`src/smc_pkg.sv`:
```
package smc_pkg;

   // ------------------------------
   // Widths
   // ------------------------------
   localparam int smc_addr_w = 16;   // External address bus
   localparam int smc_data_w = 32;   // External data bus
   localparam int smc_be_w   = 4;    // Byte lanes
   localparam int smc_ws_w   = 8;    // Wait state count
   localparam int smc_edge_w = 2;    // Leading edge and read delay settings

   // Access states
   typedef enum logic [1:0]
   {
      smc_idle  = 2'd0,  // No access
      smc_le    = 2'd1,  // Leading edge wait
      smc_rw    = 2'd2,  // Strobes active
      smc_float = 2'd3   // Bus turnaround, response handoff
   } smc_state_e;

   // ------------------------------
   // Per access timing
   // ------------------------------
   typedef struct packed
   {
      logic [smc_edge_w-1:0] wele;   // LE cycles, 0 skips LE
      logic [smc_ws_w-1:0]   ws;     // RW lasts ws+1 cycles
      logic [smc_edge_w-1:0] oete;   // RW cycles before read strobe falls
   } smc_timing_t;

   // Request held in the input slot
   typedef struct packed
   {
      logic                  write;    // 1 for write
      logic [smc_addr_w-1:0] addr;
      logic [smc_data_w-1:0] wdata;
      logic [smc_be_w-1:0]   byte_en;  // Active high lanes
      smc_timing_t           timing;
   } smc_req_t;

   // Response returned through the output slot
   typedef struct packed
   {
      logic                  write;    // Direction echo
      logic [smc_data_w-1:0] rdata;    // Zero on writes
   } smc_resp_t;

endpackage

```
`src/smc_slot.sv`:
```
`timescale 1ns/100ps

// One entry holding buffer, valid/ready on both sides
module smc_slot #(
   parameter type payload_t = logic
) (
   input  logic     sys_clk30,
   input  logic     n_sys_reset30,
   input  logic     push,        // Offer from producer
   input  payload_t push_data,
   output logic     ready,       // Empty, push accepted
   output logic     valid,       // Entry held
   output payload_t data,
   input  logic     pop          // Consumer takes entry
);

   // Full slot never takes a push, even while popped
   assign ready = ~valid;

   // Occupancy flag
   always_ff @(posedge sys_clk30 or negedge n_sys_reset30)
   begin
      if (!n_sys_reset30)
         valid <= 1'b0;
      else if (push && !valid)
         valid <= 1'b1;          // Load when empty
      else if (pop)
         valid <= 1'b0;
   end

   // Payload storage
   always_ff @(posedge sys_clk30)
   begin
      if (push && !valid)
         data <= push_data;
   end

endmodule

```
`src/smc_wait_counter.sv`:
```
`timescale 1ns/100ps

// Phase timer for LE and RW
module smc_wait_counter (
   input  logic                        sys_clk30,
   input  logic                        n_sys_reset30,
   input  logic                        load,        // Phase start
   input  logic [smc_pkg::smc_ws_w-1:0] load_value,  // Cycles left minus one
   output logic                        expired      // Last cycle of phase
);
   import smc_pkg::*;

   logic [smc_ws_w-1:0] count;   // Remaining cycles

   // ------------------------------
   // Load or count down, stop at 0
   // ------------------------------
   always_ff @(posedge sys_clk30 or negedge n_sys_reset30)
   begin
      if (!n_sys_reset30)
         count <= '0;
      else if (load)
         count <= load_value;
      else if (count != '0)
         count <= count - 1'b1;
   end

   // Zero marks the final cycle of the current phase
   assign expired = (count == '0);

endmodule

```
`src/smc_access_fsm.sv`:
```
`timescale 1ns/100ps

// Access sequencer, IDLE -> LE -> RW -> FLOAT
module smc_access_fsm (
   input  logic                         sys_clk30,
   input  logic                         n_sys_reset30,
   input  logic                         head_valid,  // Input slot holds request
   input  smc_pkg::smc_req_t            head,
   output logic                         head_pop,
   input  logic                         resp_ready,  // Output slot empty
   output logic                         resp_push,
   output smc_pkg::smc_req_t            cur_req,     // Request being served
   output smc_pkg::smc_state_e          next_state,
   output logic                         load,        // Counter reload
   output logic [smc_pkg::smc_ws_w-1:0] load_value,
   input  logic                         expired
);
   import smc_pkg::*;

   smc_state_e state;   // Current access state
   smc_req_t   req_q;   // Request held for whole access

   // In IDLE the head is shown, so the registered strobes of the first
   // access cycle already see the new request
   assign cur_req = (state == smc_idle) ? head : req_q;

   // ------------------------------
   // Next state decode
   // ------------------------------
   always_comb
   begin
      next_state = state;
      head_pop   = 1'b0;
      resp_push  = 1'b0;
      load       = 1'b0;
      load_value = cur_req.timing.ws;   // RW phase length by default
      case (state)
         smc_idle:
         begin
            if (head_valid)
            begin
               head_pop = 1'b1;
               load     = 1'b1;
               if (head.timing.wele != '0)
               begin
                  next_state = smc_le;
                  load_value = smc_ws_w'(head.timing.wele - 1'b1);
               end
               else
                  next_state = smc_rw;   // No leading edge wait
            end
         end
         smc_le:
         begin
            if (expired)
            begin
               next_state = smc_rw;
               load       = 1'b1;        // Start RW timing
            end
         end
         smc_rw:
         begin
            if (expired)
               next_state = smc_float;
         end
         default:                      // FLOAT
         begin
            if (resp_ready)
            begin
               resp_push  = 1'b1;
               next_state = smc_idle;
            end                         // else hold, back-pressure
         end
      endcase
   end

   // State register
   always_ff @(posedge sys_clk30 or negedge n_sys_reset30)
   begin
      if (!n_sys_reset30)
         state <= smc_idle;
      else
         state <= next_state;
   end

   // Capture direction, address, data and timing at pop
   always_ff @(posedge sys_clk30)
   begin
      if (head_pop)
         req_q <= head;
   end

endmodule

```
`src/smc_strobe_gen.sv`:
```
`timescale 1ns/100ps

// External memory strobes, registered from next state
module smc_strobe_gen (
   input  logic                           sys_clk30,
   input  logic                           n_sys_reset30,
   input  smc_pkg::smc_state_e            next_state,
   input  smc_pkg::smc_req_t              cur_req,
   input  logic [smc_pkg::smc_data_w-1:0] mem_rdata,
   output logic                           n_mem_cs,   // Chip select
   output logic                           n_mem_rd,   // Read strobe
   output logic [smc_pkg::smc_be_w-1:0]   n_mem_we,   // Per lane write enables
   output logic                           n_mem_wr,   // Write strobe
   output logic                           n_ext_oe,   // Bus driver enable, reads
   output logic                           busy,
   output logic [smc_pkg::smc_data_w-1:0] rdata       // Captured read data
);
   import smc_pkg::*;

   smc_state_e          state_q;      // Mirrors FSM state register
   logic [smc_ws_w-1:0] rw_idx;       // Index of current RW cycle
   logic [smc_ws_w-1:0] rw_idx_nxt;   // Index of upcoming RW cycle
   logic                rw_nxt;       // Upcoming cycle is RW
   logic                rd_on;        // Read strobe low next cycle

   assign rw_nxt     = (next_state == smc_rw);
   assign rw_idx_nxt = (state_q == smc_rw) ? rw_idx + 1'b1 : '0;

   // Read strobe from index oete on, forced low on the last RW cycle
   assign rd_on = rw_nxt & ~cur_req.write &
                  ((rw_idx_nxt >= cur_req.timing.oete) |
                   (rw_idx_nxt == cur_req.timing.ws));

   // ------------------------------
   // Strobe registers
   // ------------------------------
   always_ff @(posedge sys_clk30 or negedge n_sys_reset30)
   begin
      if (!n_sys_reset30)
      begin
         state_q  <= smc_idle;
         rw_idx   <= '0;
         n_mem_cs <= 1'b1;
         n_mem_rd <= 1'b1;
         n_mem_we <= '1;
         n_mem_wr <= 1'b1;
         n_ext_oe <= 1'b1;
         busy     <= 1'b0;
      end
      else
      begin
         state_q  <= next_state;
         if (rw_nxt)
            rw_idx <= rw_idx_nxt;
         n_mem_cs <= ~((next_state == smc_le) | rw_nxt);
         n_mem_rd <= ~rd_on;
         n_mem_we <= (rw_nxt & cur_req.write) ? ~cur_req.byte_en : '1;
         n_mem_wr <= ~(rw_nxt & cur_req.write);  // Full cycle, every RW cycle
         n_ext_oe <= ~(rw_nxt & ~cur_req.write);
         busy     <= (next_state != smc_idle);
      end
   end

   // Sample bus on the edge ending the last RW cycle
   always_ff @(posedge sys_clk30)
   begin
      if ((state_q == smc_rw) && !rw_nxt)
         rdata <= cur_req.write ? '0 : mem_rdata;
   end

endmodule

```
`src/smc_top.sv`:
```
`timescale 1ns/100ps

// Static memory controller access engine, single bank
module smc_top (
   input  logic                           sys_clk30,
   input  logic                           n_sys_reset30,
   // Request port
   input  smc_pkg::smc_req_t              req,
   input  logic                           req_valid,
   output logic                           req_ready,
   // Response port
   output smc_pkg::smc_resp_t             resp,
   output logic                           resp_valid,
   input  logic                           resp_ready,
   // Memory pins
   output logic [smc_pkg::smc_addr_w-1:0] mem_addr,
   output logic [smc_pkg::smc_data_w-1:0] mem_wdata,
   input  logic [smc_pkg::smc_data_w-1:0] mem_rdata,
   output logic                           n_mem_cs,
   output logic                           n_mem_rd,
   output logic [smc_pkg::smc_be_w-1:0]   n_mem_we,
   output logic                           n_mem_wr,
   output logic                           n_ext_oe,
   output logic                           busy
);
   import smc_pkg::*;

   // ------------------------------
   // Internal nets
   // ------------------------------
   logic                  head_valid;
   smc_req_t              head;
   logic                  head_pop;
   logic                  out_ready;    // Output slot free
   logic                  resp_push;
   smc_resp_t             resp_data;
   smc_req_t              cur_req;
   smc_state_e            next_state;
   logic                  load;
   logic [smc_ws_w-1:0]   load_value;
   logic                  expired;
   logic [smc_data_w-1:0] rdata;

   assign mem_addr  = cur_req.addr;
   assign mem_wdata = cur_req.wdata;
   assign resp_data = '{write: cur_req.write, rdata: rdata};

   // Input slot, lets one request wait behind a running access
   smc_slot #(.payload_t(smc_req_t)) u_req_slot (
      .sys_clk30(sys_clk30), .n_sys_reset30(n_sys_reset30),
      .push(req_valid), .push_data(req), .ready(req_ready),
      .valid(head_valid), .data(head), .pop(head_pop)
   );

   // Output slot, holds response under back-pressure
   smc_slot #(.payload_t(smc_resp_t)) u_resp_slot (
      .sys_clk30(sys_clk30), .n_sys_reset30(n_sys_reset30),
      .push(resp_push), .push_data(resp_data), .ready(out_ready),
      .valid(resp_valid), .data(resp), .pop(resp_ready)
   );

   smc_access_fsm u_fsm (
      .sys_clk30(sys_clk30), .n_sys_reset30(n_sys_reset30),
      .head_valid(head_valid), .head(head), .head_pop(head_pop),
      .resp_ready(out_ready), .resp_push(resp_push), .cur_req(cur_req),
      .next_state(next_state), .load(load), .load_value(load_value),
      .expired(expired)
   );

   smc_wait_counter u_wait (
      .sys_clk30(sys_clk30), .n_sys_reset30(n_sys_reset30),
      .load(load), .load_value(load_value), .expired(expired)
   );

   smc_strobe_gen u_strobe (
      .sys_clk30(sys_clk30), .n_sys_reset30(n_sys_reset30),
      .next_state(next_state), .cur_req(cur_req), .mem_rdata(mem_rdata),
      .n_mem_cs(n_mem_cs), .n_mem_rd(n_mem_rd), .n_mem_we(n_mem_we),
      .n_mem_wr(n_mem_wr), .n_ext_oe(n_ext_oe), .busy(busy), .rdata(rdata)
   );

endmodule

```
`config.mk`:
```
export PLATFORM = sky130hd
export DESIGN_NAME = smc_top
export DESIGN_NICKNAME = d
export VERILOG_FILES = /design/src/smc_pkg.sv /design/src/smc_slot.sv /design/src/smc_wait_counter.sv /design/src/smc_access_fsm.sv /design/src/smc_strobe_gen.sv /design/src/smc_top.sv
export SDC_FILE = /design/constraint.sdc
export NUM_CORES = 1
export LEC_CHECK = 0
export ABC_AREA = 1
export BUFFER_PORTS_ARGS = -buffer_cell sky130_fd_sc_hd__buf_2
export CAP_MARGIN = 0
export CORE_ASPECT_RATIO = 0.6
export CORE_MARGIN = 5
export CORE_UTILIZATION = 54
export DETAILED_ROUTE_END_ITERATION = 12
export GPL_ROUTABILITY_DRIVEN = 0
export PLACE_DENSITY = 0.91
export SLEW_MARGIN = 20
export SYNTH_ARGS = -nofsm -noshare
export SYNTH_HDL_FRONTEND = slang
export SYNTH_SLANG_ARGS = --single-unit
```
`constraint.sdc`:
```
create_clock -name sys_clk30 -period 4.81 [get_ports sys_clk30]
set_clock_uncertainty 0.1 [all_clocks]
set_input_delay 0.481 -clock sys_clk30 [delete_from_list [all_inputs] [get_ports sys_clk30]]
set_output_delay 0.481 -clock sys_clk30 [all_outputs]
set_load 0.01 [all_outputs]
```
Word-level counts from Yosys, hierarchy flattened
Index checks and enable logic that the tools add are counted.
{ "word_totals": {"ff_bits": 224, "word_cells": 88, "out_inout_bits": 92} }
{ "op_classes": {"n_lt_le_gt_ge": 1, "eq_ne": 5, "reduce_logical": 15, "add_sub_neg": 3, "n_mux": 24, "bitwise": 12} }
{ "ops": {"columns": ["op", "n"], "rows": [
  ["$mux W65", 1],
  ["$mux W8", 6],
  ["$mux W2", 5],
  ["$reduce_bool A2 Y1", 5],
  ["$mux W1", 9],
  ["$add A8 B1 Y8 const B", 1],
  ["$eq A8 B8 Y1", 1],
  ["$ge A8 B2 Y1", 1],
  ["$logic_not A8 Y1", 1],
  ["$reduce_bool A8 Y1", 1],
  ["$sub A8 B1 Y8 const B", 1],
  ["$not A1 Y1", 6],
  ["$pmux W2 S3", 1],
  ["$eq A2 B1 Y1 const B", 2],
  ["$eq A2 B2 Y1 const B", 2],
  ["$mux W4", 1],
  ["$not A4 Y4", 1],
  ["$and A1 B1 Y1", 3],
  ["$logic_and A1 B1 Y1", 3],
  ["$logic_not A1 Y1", 3],
  ["$reduce_or A3 Y1", 1],
  ["$sub A2 B1 Y3 const B", 1],
  ["$logic_not A2 Y1", 1],
  ["$or A1 B1 Y1", 2],
  ["$pmux W1 S2", 1]
]} }

Longest topological paths before layout
Gate-level depths: netlist of run 1.
{ "logic_depth": {"depth_word": 8, "ltp_mapped": 14, "mapped_depth_nobuf": 12} }

Hierarchy
From an unflattened synthesis of run 1, not the netlist that was laid out.
{ "hier_totals": {"cells_unflattened": 739, "hier_area_um2": 8913.5} }
{ "modules_own_cells": {"columns": ["mod", "seq_area_each_um2", "area_per_inst_um2", "cells_per_inst", "instances"], "rows": [
  ["smc_access_fsm", 2001.9, 3021.6, 319, 1],
  ["smc_strobe_gen", 1446.4, 2312.2, 237, 1],
  ["smc_slot (u_req_slot)", 1976.9, 2004.4, 72, 1],
  ["smc_slot (u_resp_slot)", 1016.0, 1043.5, 40, 1],
  ["smc_wait_counter", 200.2, 531.8, 71, 1]
]} }

Worst setup path before layout of run 1
Ideal clock, no wire load.
{ "synth_timing": {"path_kind": "register to register", "startpoint": "reg u_strobe.state_q[0]", "endpoint": "reg u_strobe.rdata[0] in the netlist's numbering, enable pin", "synth_period_minus_slack_ps": 4429, "setup_ps": 421, "path_buffers": 0, "path_slack_ps": 381, "t_arrival_ps": 3908, "stages_incl_launch_ff": 8, "required_ps": 4289, "cell_sequence": "dfrtp_1 -> nand2_1 -> nor2_1 -> inv_1 -> nand2_1 -> nor2_1 -> ha_1 -> nor2_1"} }
{ "synth_between": {"elab_chain_len": 5, "word_cells_on_any_way": 11} }
{ "synth_lines": {"columns": ["element", "line_no", "text"], "rows": [
  ["from (decl)", "smc_strobe_gen.sv:20", "smc_state_e state_q;"],
  ["from (signal assigned)", "smc_strobe_gen.sv:41", "state_q <= smc_idle;"],
  ["from (signal assigned)", "smc_strobe_gen.sv:52", "state_q <= next_state;"],
  ["$eq A2 B2 Y1 (tied with other cells)", null, null],
  ["$pmux W2 S3 *", null, null],
  ["net next_state[1]", "smc_top.sv:38", "smc_state_e next_state;"],
  ["$eq A2 B2 Y1 *", null, null],
  ["$logic_not A1 Y1 *", null, null],
  ["$logic_and A1 B1 Y1 *", "smc_strobe_gen.sv:67", "if ((state_q == smc_rw) && !rw_nxt)"],
  ["to (signal assigned)", "smc_strobe_gen.sv:68", "rdata <= cur_req.write ? '0 : mem_rdata;"],
  ["to (decl)", "smc_strobe_gen.sv:16", "output logic [smc_pkg::smc_data_w-1:0] rdata"]
]} }
Mark *: on every way through the listed nets, which the timed path passes. The rest lies on a longest branch.
A chain may end at the register's enable or synchronous reset.

Worst setup path after layout of run 1
{ "layout_timing": {"startpoint": "reg u_strobe.state_q[1]", "endpoint": "reg u_strobe.rdata[27] in the netlist's numbering, enable pin"} }
{ "layout_between": {"elab_chain_len": 5, "word_cells_on_any_way": 11} }
{ "layout_lines": {"columns": ["element", "line_no"], "rows": [
  ["$eq A2 B2 Y1 (tied with other cells)", null],
  ["$pmux W2 S3 *", null],
  ["net next_state[1]", "smc_top.sv:38"],
  ["$eq A2 B2 Y1 *", null],
  ["$logic_not A1 Y1 *", null],
  ["$logic_and A1 B1 Y1 *", "smc_strobe_gen.sv:67"]
]} }
Marked as above.

==> results of run 1 <==
[per-stage QoR]
step	power, µW	setup WS, ns	hold slack, ns	util	area [µm²]
2_1_floorplan	4840	0.381	0.0854	-	8930
3_3_place_gp	5260	1.75	0.301	0.602	9770
3_5_place_dp	5360	1.63	0.305	0.602	9770
4_1_cts	6940	1.61	0.0373	0.643	10400
5_1_grt	7320	1.37	0.0335	0.643	10400
6_report	6880	1.62	0.0520	0.643	10400
[routing by layer]
| metal | GRT usage | vias to the layer above | routed length, µm |
|---|---|---|---|
| met2 | 0.293 | 241 | 8260 |
| met4 | 0.0367 | 4 | 217 |
| met1 | 0.248 | 2553 | 7460 |
| li1 | - | 2717 | - |
| met3 | 0.0612 | 24 | 1870 |
| met5 | 0 | - | 21 |
[state kept, by name, summed over array words and instances, names as in the netlist, 2 cells and up]
name	cells
u_fsm.req_q	63
u_req_slot.data	65
u_resp_slot.data	33
u_strobe.n_mem_we	4
u_strobe.rdata	32
u_strobe.rw_idx	8
u_strobe.state_q	2
u_wait.count	8
[layout by cell type, fill, tap and decap left out, types with 2 or more instances in the layout]
cell type  count
buf_2        192
o21ai_0       17
nor2_4         6
edfxtp_1     193
dfstp_2        8
nor2_2         2
clkbuf_1       5
ha_1           6
clkinv_2       5
inv_2          5
nand3_1       18
inv_6          2
nand2_1      238
nand4_1        5
xor2_1         5
buf_4          4
o21ai_1        3
o31ai_1        3
dfrtp_1       21
inv_1         72
clkbuf_16     21
nor2_1        60
clkinv_1       3
a21oi_1       11
[cells by family (layout without fill, tap and decap cells)]
kind of cell,after synthesis,in the layout,synth area share
AOI/OAI and AO/OA,37,37,0.0224
and+or+nand+nor,333,333,0.149
buffers and inverters,144,313,0.0831
muxes,1,1,0.00112
other,0,1,0
DFF,222,222,0.731
adders and majority gates,6,6,0.00841
xor gates and xnor gates,5,5,0.00490
[layout make-up]
cell class                 instances  area (µm²)  area share
sequential                       222        6530       0.627
multi-input combinational        382        1690       0.162
timing repair buffer             197        1000      0.0960
clock buffer                      26         544      0.0522
inverter                          78         293      0.0281
tap                              209         262      0.0251
clock inverter                    12         100     0.00960
antenna                            1        2.50    0.000240
[power by group through the flow]
| stage | registers (µW) | logic (µW) | clock network [µW] |
|---|---|---|---|
| 2_1_floorplan | 3180 | 1670 | 0 |
| 3_3_place_gp | 3120 | 2150 | 0 |
| 3_5_place_dp | 3160 | 2200 | 0 |
| 4_1_cts | 3120 | 2230 | 1590 |
| 5_1_grt | 3170 | 2470 | 1680 |
| 6_report | 3120 | 2200 | 1560 |
[worst paths after layout]
| check | startpoint | end | slack, ns | cells past startpoint |
|---|---|---|---|---|
| max in group asynchronous | n_sys_reset30 | u_wait.count[3]$_DFFE_PN0P_ | 3.70 | 2 |
| worst max-delay path | u_strobe.state_q[1]$_DFF_PN0_ | u_strobe.rdata[27]$_SDFFCE_PP0P_ | 1.62 | 7 |
| worst max register to register | u_strobe.state_q[1]$_DFF_PN0_ | u_strobe.rdata[27]$_SDFFCE_PP0P_ | 1.62 | 7 |
| min in group asynchronous | n_sys_reset30 | u_req_slot.valid$_DFFE_PN0P_ | 0.47 | 2 |
| worst min-delay path | req[53] | u_req_slot.data[53]$_DFFE_PP_ | 0.05 | 1 |
| worst min register to register | u_strobe.rdata[27]$_SDFFCE_PP0P_ | u_resp_slot.data[27]$_DFFE_PP_ | 0.32 | 0 |
==> run_results.csv, run 1 <==
group,metric,value,unit
timing,maxSlewHeadroom,0.391,
clock_network,post-cts-setup-buffers,0,
power,internal_power,4440,µW
power,swShare,0.354,
clock_network,tritoncts,"built",
yosys,ys_seq_area_frac,0.731,
floorplanning,coreArea,0.0162,mm²
layout,fin_cells,1127,
drt,drc,0,
yosys,postSynthAreaPerCell,11.9,µm²
clock_network,clk_latency,0.50,ns
timing,min_period,3.19,ns
run_status,status,"finished clean",
clock_network,clockBufferDepth,3,
yosys,synth_edf_count,193,
timing,slew_violations,0,
critical_path,crit_path_max_incr_delay,0.72,ns
critical_path,cp_slowest_cell,"nor2_4",
yosys,ys_types,30,
timing,fin_tns_setup,0,ns
floorplanning,dieArea,0.0193,mm²
yosys,async_flop_share,0.131,
drt,ant_nets,0,
clock_network,cts_buffers,21,
yosys,synth_top_area_cell,"edfxtp_1",
global_routing,grt_pass1_vias,5370,
placed_design,dp_cells,1087,
timing,worst_pin_slew,0.911,ns
hold_path,hp-class,"in2reg",
clock_network,htreeDepth,1,
yosys,synth_top_area_frac,0.649,
global_routing,grt_max_degree,70,
global_routing,track_usage,0.182,
yosys,ys.flop_type,"edfxtp_1",
timing,setup_violations,0,
power,max-vdd-ir-drop,462,µV
timing,final.period_utilization,0.662,
power,cellPowerDensity,660,mW/mm²
yosys,ys_top_cells_by_area,"edfxtp_1 (65%), nand2_1 (10%), dfrtp_1 (5.9%), buf_4 (4.2%), inv_1 (3.0%)",
yosys,synthTopCellsByCount,"nand2_1 (238), edfxtp_1 (193), inv_1 (72)",
timing,fmax,0.314,GHz
yosys,netlist_instances,748,
critical_path,path_cells,"nand2_1, nor2_4, inv_1, nand2_1, nor2_1, ha_1, nor2_4",
critical_path,path_delay_family,"simple AND/OR/NAND/NOR gates",
layout,synthToLayoutAreaGrowth,16.7,%
yosys,syn_area,0.00893,mm²
floorplanning,die_h,110,µm
clock_network,cts.sinks,222,
yosys,synth_most_common_cell,"nand2_1",
floorplanning,die_w,176,µm
global_routing,gr-total-overflow,0,
critical_path,cp-end-kind,"flop",
run,drv_cap,0,
floorplanning,fp-row-count,36,
power,combPwrFrac,0.320,
clock_network,ctsResizeCount,0,
placed_design,port_buffers,192,
yosys,synth_nets,855,
power,power.switching,2440,µW
yosys,yosysWarnings,0,
drt,via_count,5539,
critical_path,path_class,"reg2reg",
clock_network,clk_pin_slew,0.06,ns
drt,wl_per_cell,15.8,µm
critical_path,required,4.83,ns
drt,wl,17800,µm
critical_path,arrival,3.20,ns
layout,nFillCells,1261,
timing,finalHoldViolCount,0,
floorplanning,io_pins,193,
global_routing,antenna_found_initial,2,
drt,drtIter0Drc,453,
power,clkPwrFrac,0.227,
layout,fin_nets,1009,
power,power.share.sequential,0.453,
clock_network,cts-root-buf,"clkbuf_16",
critical_path,crit_fanout,34,
critical_path,start_kind,"flop",
placed_design,dp_hpwl,12400,µm
layout,drive_above_1_share,0.274,
timing,rsz0062_at_grt,"false",
critical_path,worst-path-buf-inv,1,
power,leakagePower,0.00457,µW
drt,viasPerCell,4.91,
global_routing,grt_pass1_wl,27700,µm
floorplanning,floorplan.initialDensity,0.551,
drt,drt-pass1-iter-count,5,
yosys,synth_seq_cells,222,
clock_network,holdBufCountCts,1,
Note: power is estimated with default switching activity, not from simulation.
==> inputs of run 2 (changes only) <==
- CORE_UTILIZATION: 54 -> 49
- PLACE_DENSITY: 0.91 -> 0.88
- clock period: 4.81 -> 2.55 ns (I/O delays scaled with it)
==> run 2 against run 1 <==
  * Clock-buffer cell count fell by 1
  * Non-clock buffer count is 102 higher
  * Critical path type unchanged
  * Cell area grew 10%
  * Die area is 9.4% higher
  * Power rose by 93%
  * Cell count rose by 12%
  * Sequential share of layout area down 5.7 points
  * Largest cell class unchanged
  * Routed wire length increased by 17%
  * Combinational power up 110%
  * Flip-flop and latch count stayed put
  * Global-route usage rose by 1.1 points
==> run_results.csv, run 2 (synthesis gave the netlist of run 1 again) <==
group,metric,value,unit
floorplanning,die_w,184,µm
drt,wl,20900,µm
global_routing,grt_pass1_wl,32400,µm
critical_path,start_kind,"flop",
layout,nFillCells,1316,
clock_network,clk_latency,0.49,ns
timing,fin_tns_setup,0,ns
floorplanning,coreArea,0.0180,mm²
timing,finalHoldViolCount,0,
placed_design,dp_hpwl,12600,µm
drt,wl_per_cell,16.6,µm
hold_path,min_to,"u_strobe.rdata[4]$_SDFFCE_PP0P_",
global_routing,antenna_found_initial,1,
critical_path,path_cells,"inv_1, ha_1, nand3_2, nor2_4, nand3_4, o2111ai_1, nand2_1, ha_2, nor2_4, buf_12",
layout,fin_nets,1111,
critical_path,crit_fanout,32,
clock_network,clockBufferDepth,3,
timing,rsz0062_at_grt,"false",
power,leakagePower,0.00499,µW
clock_network,clk_pin_slew,0.06,ns
clock_network,htreeDepth,1,
floorplanning,die_h,115,µm
layout,largestRegisters,"u_req_slot.data (65), u_fsm.req_q (63), u_resp_slot.data (33)",
layout,top_register,"u_req_slot.data",
floorplanning,dieArea,0.0211,mm²
critical_path,reg2reg_slack,0.16,ns
placed_design,port_buffers,192,
drt,via_count,6138,
critical_path,worst-path-buf-inv,2,
floorplanning,io_pins,193,
floorplanning,fp-row-count,38,
global_routing,track_usage,0.194,
placed_design,dp_cells,1125,
critical_path,arrival,2.48,ns
clock_network,tritoncts,"built",
critical_path,cp_slowest_cell,"dfrtp_1",
drt,drtIter0Drc,420,
drt,viasPerCell,4.88,
drt,ant_nets,0,
critical_path,startpoint,"u_wait.count[0]$_DFFE_PN0P_",
layout,fin_cells,1259,
hold_path,hp-class,"in2reg",
global_routing,grt_max_degree,56,
run,drv_cap,0,
floorplanning,floorplan.initialDensity,0.497,
global_routing,gr-total-overflow,0,
critical_path,required,2.64,ns
timing,final.period_utilization,0.938,
layout,synthToLayoutAreaGrowth,28.5,%
layout,layout_common_cells,"nand2_1 (237), edfxtp_1 (193), buf_2 (192), dlygate4sd3_1 (96), inv_1 (71)",
hold_path,hp-start,"mem_rdata[4]",
run_status,status,"finished clean",
critical_path,worstReg2RegStart,"u_wait.count[0]$_DFFE_PN0P_",
critical_path,path_class,"reg2reg",
critical_path,reg2regPathDepth,10,
placed_design,dp_worst_setup_slack,0.120,ns
clock_network,cts-root-buf,"clkbuf_16",
timing,worst_pin_slew,0.655,ns
layout,fin_util,0.638,
power,power,13300,µW
timing,setup_violations,0,
layout,multi_input_area,0.00170,mm²
timing,min_period,2.39,ns
timing,slew_violations,0,
timing,fmax,0.418,GHz
critical_path,crit_path_max_incr_delay,0.37,ns
global_routing,grt_pass1_vias,6136,
layout,final_common_cell,"nand2_1",
clock_network,cts.sinks,222,
layout,final-seq-area,0.00653,mm²
clock_network,post-cts-setup-buffers,0,
power,cellPowerDensity,1160,mW/mm²
clock_network,cts_buffers,21,
layout,drive_above_1_share,0.258,
drt,drc,0,
critical_path,cp-end-kind,"flop",
critical_path,path_delay_family,"simple AND/OR/NAND/NOR gates",
timing,fin_ws,0.158,ns
critical_path,crit_top_cell,"nor2_4",
hold_path,min_path_cells,3,
timing,maxSlewHeadroom,0.564,
power,max-vdd-ir-drop,762,µV
layout,largest_register_ffs,65,
critical_path,rr_endpoint,"u_strobe.rdata[13]$_SDFFCE_PP0P_",
drt,drt-pass1-iter-count,5,
run 2: layer usage:
layer  share of wire  vias to the layer above  track usage
met1            0.41                     2871        0.262
met2            0.47                      298        0.315
li1                -                     2923            -
met5               0                        -            0
met3           0.098                       46       0.0533
met4           0.025                        0       0.0473
run 2: cell type report:
cell class,instances,area share
Sequential cell,222,0.569
Clock buffer,25,0.0480
Tap cell,240,0.0262
Clock inverter,11,0.00534
Timing Repair Buffer,299,0.177
Multi-Input combinational cell,382,0.149
Antenna cell,2,0.000436
Inverter,78,0.0255
run 2: how the worst max path moves through the flow:
| stage | endpoint | slack [ns] | depth (start not counted) |
|---|---|---|---|
| after floorplan | u_strobe.rdata[0]$_SDFFCE_PP0P_ | 0.02 | 7 |
| after global placement | u_strobe.rdata[10]$_SDFFCE_PP0P_ | 0.21 | 10 |
| after detailed placement | u_strobe.rdata[2]$_SDFFCE_PP0P_ | 0.12 | 10 |
| after CTS | u_strobe.rdata[23]$_SDFFCE_PP0P_ | 0.12 | 10 |
| after global routing | u_strobe.rw_idx[3]$_DFFE_PN0N_ | 0.01 | 12 |
| final | u_strobe.rdata[13]$_SDFFCE_PP0P_ | 0.16 | 10 |
run 2: metrics by stage:
step           hold slack, ns  instance area, µm²
2_1_floorplan          -0.141                8960
3_3_place_gp            0.226                9880
3_5_place_dp            0.223                9880
4_1_cts              0.000960               11500
5_1_grt                0.0134               11500
6_report               0.0162               11500
run 2: power by group:
part           switching [µW]  total [µW]  internal, µW
clock                    1290        2830          1550
combinational            3050        4530          1480
sequential                419        5900          5480
run 2: tightest hold or removal path, delay by kind of cell:
kind / cells / cell delay [ns]
buffers and inverters: 2 / 0.12
AND/OR/NAND/NOR: 1 / 0.11
run 2: what timing repair did:
action / in CTS / in global routing
hold endpoints to repair: 116 / 0
gates resized for setup: 0 / 6
hold buffers: 96 / 0
setup endpoints to repair: 0 / 45
